==> src/source/mlacc_pkg.sv <==
`default_nettype none

package mlacc_pkg;

    // sign-magnitude word: one sign bit, 31-bit magnitude, 15 of it fraction
    localparam int word_len = 32;
    localparam int frac_len = 15;

    // vector and scratchpad geometry
    localparam int num_lanes = 4;
    localparam int spad_addr_bits = 4;

    typedef logic [word_len-1:0] word_t;

    // lane 0 sits in the most significant word
    typedef logic [num_lanes*word_len-1:0] vec_t;

    // one active flag per lane, bit 3 is lane 0
    typedef logic [num_lanes-1:0] lane_mask_t;

    typedef logic [spad_addr_bits-1:0] row_addr_t;

    // lane of a scratchpad row that takes the dot product
    typedef logic [$clog2(num_lanes)-1:0] word_sel_t;

    typedef enum logic [2:0] {
        op_nop,
        op_vadd,
        op_vsub,
        op_vmul,
        // x > y per lane gives 1.0, else 0
        op_vsgt,
        // matrix-vector multiply, one row block per operation
        op_mvmul
    } op_t;

    // 1.0 in the fixed-point format
    localparam word_t fixed_one = 32'h0000_8000;

endpackage

`default_nettype wire

==> src/source/mlacc_decode.sv <==
`timescale 1ns/1ns
`default_nettype none

module mlacc_decode #(
    parameter int result_credits = 4
) (
    input  wire logic                  in_clk,
    input  wire logic                  arst_n,
    input  wire logic                  valid,
    input  wire mlacc_pkg::op_t        op,
    input  wire mlacc_pkg::lane_mask_t mask,
    input  wire mlacc_pkg::vec_t       x,
    input  wire mlacc_pkg::vec_t       y,
    input  wire mlacc_pkg::row_addr_t  row,
    input  wire mlacc_pkg::word_sel_t  word,
    input  wire logic                  first,
    input  wire logic                  credit_return,
    output logic                       ready,
    output logic                       dec_valid,
    output mlacc_pkg::op_t             dec_op,
    output mlacc_pkg::vec_t            dec_x,
    output mlacc_pkg::vec_t            dec_y,
    output mlacc_pkg::row_addr_t       dec_row,
    output mlacc_pkg::word_sel_t       dec_word,
    output logic                       dec_first
);
    import mlacc_pkg::*;

    // enough for up to 15 credits
    localparam int credit_bits = 4;

    logic [credit_bits-1:0] credits;
    logic                   accept;
    vec_t                   x_masked;
    vec_t                   y_masked;

    assign ready  = (credits != '0);
    assign accept = valid && ready;

    // one credit per accepted operation, one back per return pulse
    always_ff @(posedge in_clk or negedge arst_n) begin
        if (!arst_n) begin
            credits <= credit_bits'(result_credits);
        end else if (accept && !credit_return) begin
            credits <= credits - 1'b1;
        end else if (!accept && credit_return) begin
            credits <= credits + 1'b1;
        end
    end

    // inactive lanes enter the pipeline as zero
    always_comb begin
        for (int p = 0; p < num_lanes; p++) begin
            x_masked[p*word_len +: word_len] = mask[p] ? x[p*word_len +: word_len] : '0;
            y_masked[p*word_len +: word_len] = mask[p] ? y[p*word_len +: word_len] : '0;
        end
    end

    always_ff @(posedge in_clk or negedge arst_n) begin
        if (!arst_n) begin
            dec_valid <= 1'b0;
            dec_op    <= op_nop;
        end else begin
            dec_valid <= accept;
            // a cycle without acceptance becomes a bubble
            dec_op    <= accept ? op : op_nop;
        end
    end

    always_ff @(posedge in_clk) begin
        if (accept) begin
            dec_x     <= x_masked;
            dec_y     <= y_masked;
            dec_row   <= row;
            dec_word  <= word;
            dec_first <= first;
        end
    end

endmodule

`default_nettype wire

==> config.mk <==
export PLATFORM = sky130hd
export DESIGN_NAME = mlacc_decode
export DESIGN_NICKNAME = d
export VERILOG_FILES = /design/src/source/mlacc_pkg.sv /design/src/source/mlacc_decode.sv
export SDC_FILE = /design/constraint.sdc
export NUM_CORES = 1
export LEC_CHECK = 0
export BUFFER_PORTS_ARGS = -buffer_cell sky130_fd_sc_hd__buf_2
export CAP_MARGIN = 30
export CORE_AREA = 3 3 211 213
export DETAILED_ROUTE_END_ITERATION = 10
export DIE_AREA = 0 0 214 216
export PLACE_DENSITY = 0.45
export RECOVER_POWER = 25
export SLEW_MARGIN = 20
export SYNTH_ARGS = -nofsm -noshare
export SYNTH_HDL_FRONTEND = slang
export SYNTH_SLANG_ARGS = --single-unit
==> constraint.sdc <==
create_clock -name in_clk -period 9.6 [get_ports in_clk]
set_clock_uncertainty 0.05 [all_clocks]
set_input_delay 0 -clock in_clk [delete_from_list [all_inputs] [get_ports in_clk]]
set_output_delay 0 -clock in_clk [all_outputs]
set_load 0.005 [all_outputs]
# Yosys cells after proc, flatten, opt, wreduce, memory -nomap -nowiden
# Cells that the tools add are included.
[totals]
ff_bits = 271
n_memories = 0
ramBits = 0
mem_bits_ro = 0
output_inout_bits = 268
latchBits = 0
elab_cells = 26
input_bits = 274
[classes]
n_lt_le_gt_ge = 0
bitwise_logic = 0
add_sub_neg = 2
n_mux = 3
n_div = 0
n_mul = 0
reduce_logical = 7
shifts = 0
eq_ne = 0
[op_table]
columns = ["op", "n"]
rows = [
  ["4-bit 2-to-1 mux", 2],
  ["4-bit by 1-bit adder with 4-bit output (second input constant)", 1],
  ["4-bit nonzero test", 1],
  ["4-bit by 1-bit subtractor with 4-bit output (second input constant)", 1],
  ["1-bit logical AND", 3],
  ["3-bit 2-to-1 mux", 1],
  ["1-bit zero test", 2],
  ["2-bit nonzero test", 1],
]

# Logic depth before layout (Yosys ltp)
[depth]
word_depth = 6
depth_mapped = 9
depth_no_buf = 9

# Worst setup path before layout
# No wires, ideal clock.
[synth_path]
kind = "register -> register"
start = "register credits[2]"
end = "register credits[2]"
path_buffers = 0
path_slack_ps = 1008
arrival_ps = 8458
t_required_ps = 9467
setup_time_ps = 83
synth_period_minus_slack_ps = 8592
stages_incl_launch_ff = 10
path_cell_list = "dfstp_2 or4_4 and2_1 ha_1 xor2_1 ha_1 a21oi_1 xor2_1 nor2_1 xor2_1"
[synth_between]
elab_chain_len = 5
word_cells_on_any_way = 10
classes_between = "2 x add/sub; 2 x mux; 6 x reduce/logical"
[synth_lines]
columns = ["element", "line_no", "text"]
rows = [
  ["from (decl)", "mlacc_decode.sv:32", "logic [credit_bits-1:0] credits;"],
  ["from (signal assigned)", "mlacc_decode.sv:43", "credits <= credit_bits'(result_credits);"],
  ["from (signal assigned)", "mlacc_decode.sv:45", "credits <= credits - 1'b1;"],
  ["from (signal assigned)", "mlacc_decode.sv:47", "credits <= credits + 1'b1;"],
  ["4-bit nonzero test (*)", "mlacc_decode.sv:37", "assign ready = (credits != '0);"],
  ["net ready", "mlacc_decode.sv:18", "output logic ready,"],
  ["1-bit logical AND (*)", "mlacc_decode.sv:38", "assign accept = valid && ready;"],
  ["net accept", "mlacc_decode.sv:33", "logic accept;"],
  ["1-bit zero test", "mlacc_decode.sv:46", "end else if (!accept && credit_return) begin"],
  ["1-bit logical AND", "mlacc_decode.sv:46", ""],
  ["2-bit nonzero test (no source line)", "n/a", ""],
]
# Mark *: on every way through the listed nets, which the timed path passes. The rest lies on a longest branch. The select of a mux whose other input is x is not followed.
# A chain may end at the register's enable or synchronous reset.

# Worst setup path in the final report
[layout_path]
start = "register credits[2]"
end = "register dec_x[50] (enable)"
[layout_between]
elab_chain_len = 2
[layout_lines]
columns = ["element", "line_no", "text"]
rows = [
  ["4-bit nonzero test", "mlacc_decode.sv:37", ""],
  ["1-bit logical AND", "mlacc_decode.sv:38", ""],
  ["net accept", "mlacc_decode.sv:33", ""],
  ["to (signal assigned)", "mlacc_decode.sv:72", "dec_x <= x_masked;"],
  ["to (decl)", "mlacc_decode.sv:21", "output mlacc_pkg::vec_t dec_x,"],
]
# The timed path passes the listed nets, and every way through them passes these cells.

==> impl_metrics.tcl <==
set metrics [dict create \
    regToRegStartpoint "credits[2]" \
    final_hold_viol_count 0 \
    critPathKind "reg2reg" \
    area_leader_netlist "edfxtp_1" \
    max_clock_freq_ghz 0.335 \
    syn-num-nets 851 \
    cp-endpoint "dec_x[50]" \
    slew_viol_final 65 \
    syn-mean-instance-area_um2 17.4 \
    dp_slack_ns 6.45 \
    holdWs_ns 0.0462 \
    vias_per_cell 3.82 \
    reg2reg_setup_slack_ns 6.62 \
    synth_edf_count 263 \
    post_route_cells_drive_above_1_share_pct 40.9 \
    leakage_nw 7.37 \
    cp-startpoint "credits[2]" \
    grt_pass1_wl_um 49400 \
    drt_first_pass_iters 4 \
    worstPathCellList "or4_4 > and2_4 > buf_4 > buf_4 > buf_12" \
    syn-instance-count 574 \
    summed_negative_setup_slack_over_all_endpoints_ns 0 \
    rows 76 \
    area_share_of_the_largest_cell_type_after_synthesis_pct 79.1 \
    drt.antenna.violating_nets 0 \
    grt_setup_unrepaired "false" \
    run_status "finished, violations left" \
    async_set_or_reset_register_ratio_after_synthesis_pct 2.95 \
    cp.arrival_ns 3.13 \
    crit_path_max_fanout 44 \
    num-fill-cells 4038 \
    design_area_um2 17300 \
    cts_buffer_depth 3 \
    worst_path_max_delay_cell "dfstp_2" \
    timing.final.crit_period_ns 2.98 \
    dpl_cell_area_um2 13400 \
    reg2reg_to "dec_x[50]" \
    power.density_nw_per_um2 193 \
    yosysWarnings 0 \
    final_common_cell "buf_2" \
    final.setup.worst_slack_ns 6.62 \
    routed_wire_length_per_instance_um 16.1 \
    timing.reg2reg.worst_path_depth 5 \
    mappedNetlistArea_um2 9990 \
    syn_to_final_growth_pct 73.0 \
    fin_total_pwr_mw 3.34 \
    hpwlAfterDp_um 22100 \
    cts_root_buf "clkbuf_16" \
    h_tree_depth 2 \
    cts_buffer_count 34 \
    clk_transition_reported_paths_ns 0.06 \
    layout.cells.most_common_list "525 x buf_2, 273 x dlygate4sd3_1, 263 x edfxtp_1, 169 x and2_1, 87 x and2_0" \
    route.final.wire_length_um 32500 \
    setup_crit_end_kind "flip-flop" \
    numClockSinks 271 \
    io_buffer_count 541 \
    slew_headroom_pct -40.0 \
    worst_stage_delay_on_the_critical_path_ns 0.58 \
    design.core.area_um2 42900 \
    insertion_delay_ns 0.52 \
    required_ns 9.75 \
    die_y_um 216 \
    via_count 7703 \
    grt_pass1_vias 8411 \
    detail_route.drc_violations 0 \
    synthTopCellsByArea "edfxtp_1 79%, and2_1 16%, dfrtp_1 1.8%, clkbuf_1 0.90%, ha_1 0.38%" \
    timing.critical_path.from_type "flip-flop" \
    synthDistinctLibCells 20 \
    gpl.final_weighted_congestion 0.800 \
    violations "capacitance limit, slew limit" \
    setup_viol_count_final 0 \
    worst_tran_pin_value_ns 2.10 \
    initialDrtViolationCount 436 \
    grt_util_all_layers_pct 13.7 \
    clock_tree_from_tritoncts "built" \
    worst_path_most_repeated_cell "buf_4" \
    synth-main-ff-cell "edfxtp_1" \
    chipWidth_um 214 \
    nNetsFinal 1685 \
    max-vdd-ir-drop_v 0.000123 \
    fp.dieArea_um2 46200 \
    initial_antenna_violation_count 1 \
    cells_resized_by_post_cts_repair 0 \
    grt_max_degree 79 \
    layout_worst_path_cycle_share_pct 31.1 \
    flop_and_latch_count_out_of_synthesis 271 \
    overflow 0 \
    min_path_type "in2reg" \
    top_level_ports 542 \
    synth_sequential_area_ratio_pct 81.1 \
    timing.max_cap.violations 1 \
    effective_utilization_at_floorplan_pct 23.3 \
]
-- report_power, final --
| group | internal, mW | switching, mW |
|---|---|---|
| Combinational | 0.271 | 0.266 |
| Clock | 0.739 | 0.491 |
| Sequential | 1.52 | 0.0535 |
-- worst min-delay path by stage --
stage	depth (start not counted)	start	end	slack [ns]
3_5_place_dp	1	arst_n	dec_op[1]	-0.18
5_1_grt	2	mask[0]	dec_y[10]	0.05
4_1_cts	4	credit_return	credits[0]	0.01
2_1_floorplan	0	arst_n	credits[0]	-0.35
3_3_place_gp	1	arst_n	dec_valid	-0.19
6_report	4	credit_return	credits[0]	0.05
-- logic make-up (layout without fill, tap and decap cells) --
| kind of cell | count (synthesis) | in the layout | synth area share [%] |
|---|---|---|---|
| compound gates | 3 | 3 | 0.301 |
| xor+xnor | 5 | 5 | 0.438 |
| fa+ha+maj | 3 | 3 | 0.376 |
| buf+inv | 25 | 883 | 0.940 |
| flops | 271 | 271 | 81.1 |
| mux | 2 | 2 | 0.213 |
| other cells | 0 | 1 | 0 |
| simple gates | 265 | 265 | 16.6 |
-- area by class of cell --
cell class / instances / area (um2) / area share, %
flip-flops and latches: 271 / 8100 / 46.9
repair buffers: 822 / 5570 / 32.3
multi-input cells: 278 / 1800 / 10.4
clock buffers: 49 / 981 / 5.68
well taps: 585 / 732 / 4.24
clock inverters: 11 / 90.1 / 0.521
inverters: 1 / 3.75 / 0.0217
diodes: 1 / 2.50 / 0.0145
-- sequential cells by signal, summed over array words and instances (netlist names) --
signal,count
dec_op,3
dec_row,4
dec_word,2
dec_first,1
dec_y,128
dec_valid,1
credits,4
dec_x,128
-- per-layer routing --
metal,part of all wire [%],wire length [um],track usage [%],vias up
met5,0,0,0,-
met4,2.0,659,4.04,0
met3,9.2,2980,5.24,45
met2,50,16300,23.9,361
met1,38,12500,15.7,3602
li1,-,-,-,3695
-- through the flow --
step                utilization, %  cells
floorplan                        -    574
global route                  40.3   2017
CTS                           40.1   2013
global placement              31.2   1679
finish                        40.3   2018
detailed placement            31.2   1680
-- cells in the mapped netlist (all sizes together) (3+ instances only) --
library cell / n
and3: 3
dfrtp: 7
and2: 257
edfxtp: 263
xor2: 4
ha: 3
clkbuf: 24
-- what timing repair did --
action,4_1_cts,5_1_grt
hold buffers,273,0
buffers inserted,0,0
endpoints found under the hold margin,275,0
-- critical path: cells and delay by family, from the launching register on --
kind / cells / cell delay, ns
simple gates: 2 / 0.68
flops: 1 / 0.58
buf+inv: 3 / 1.29
(Power assumes the default switching activity.)
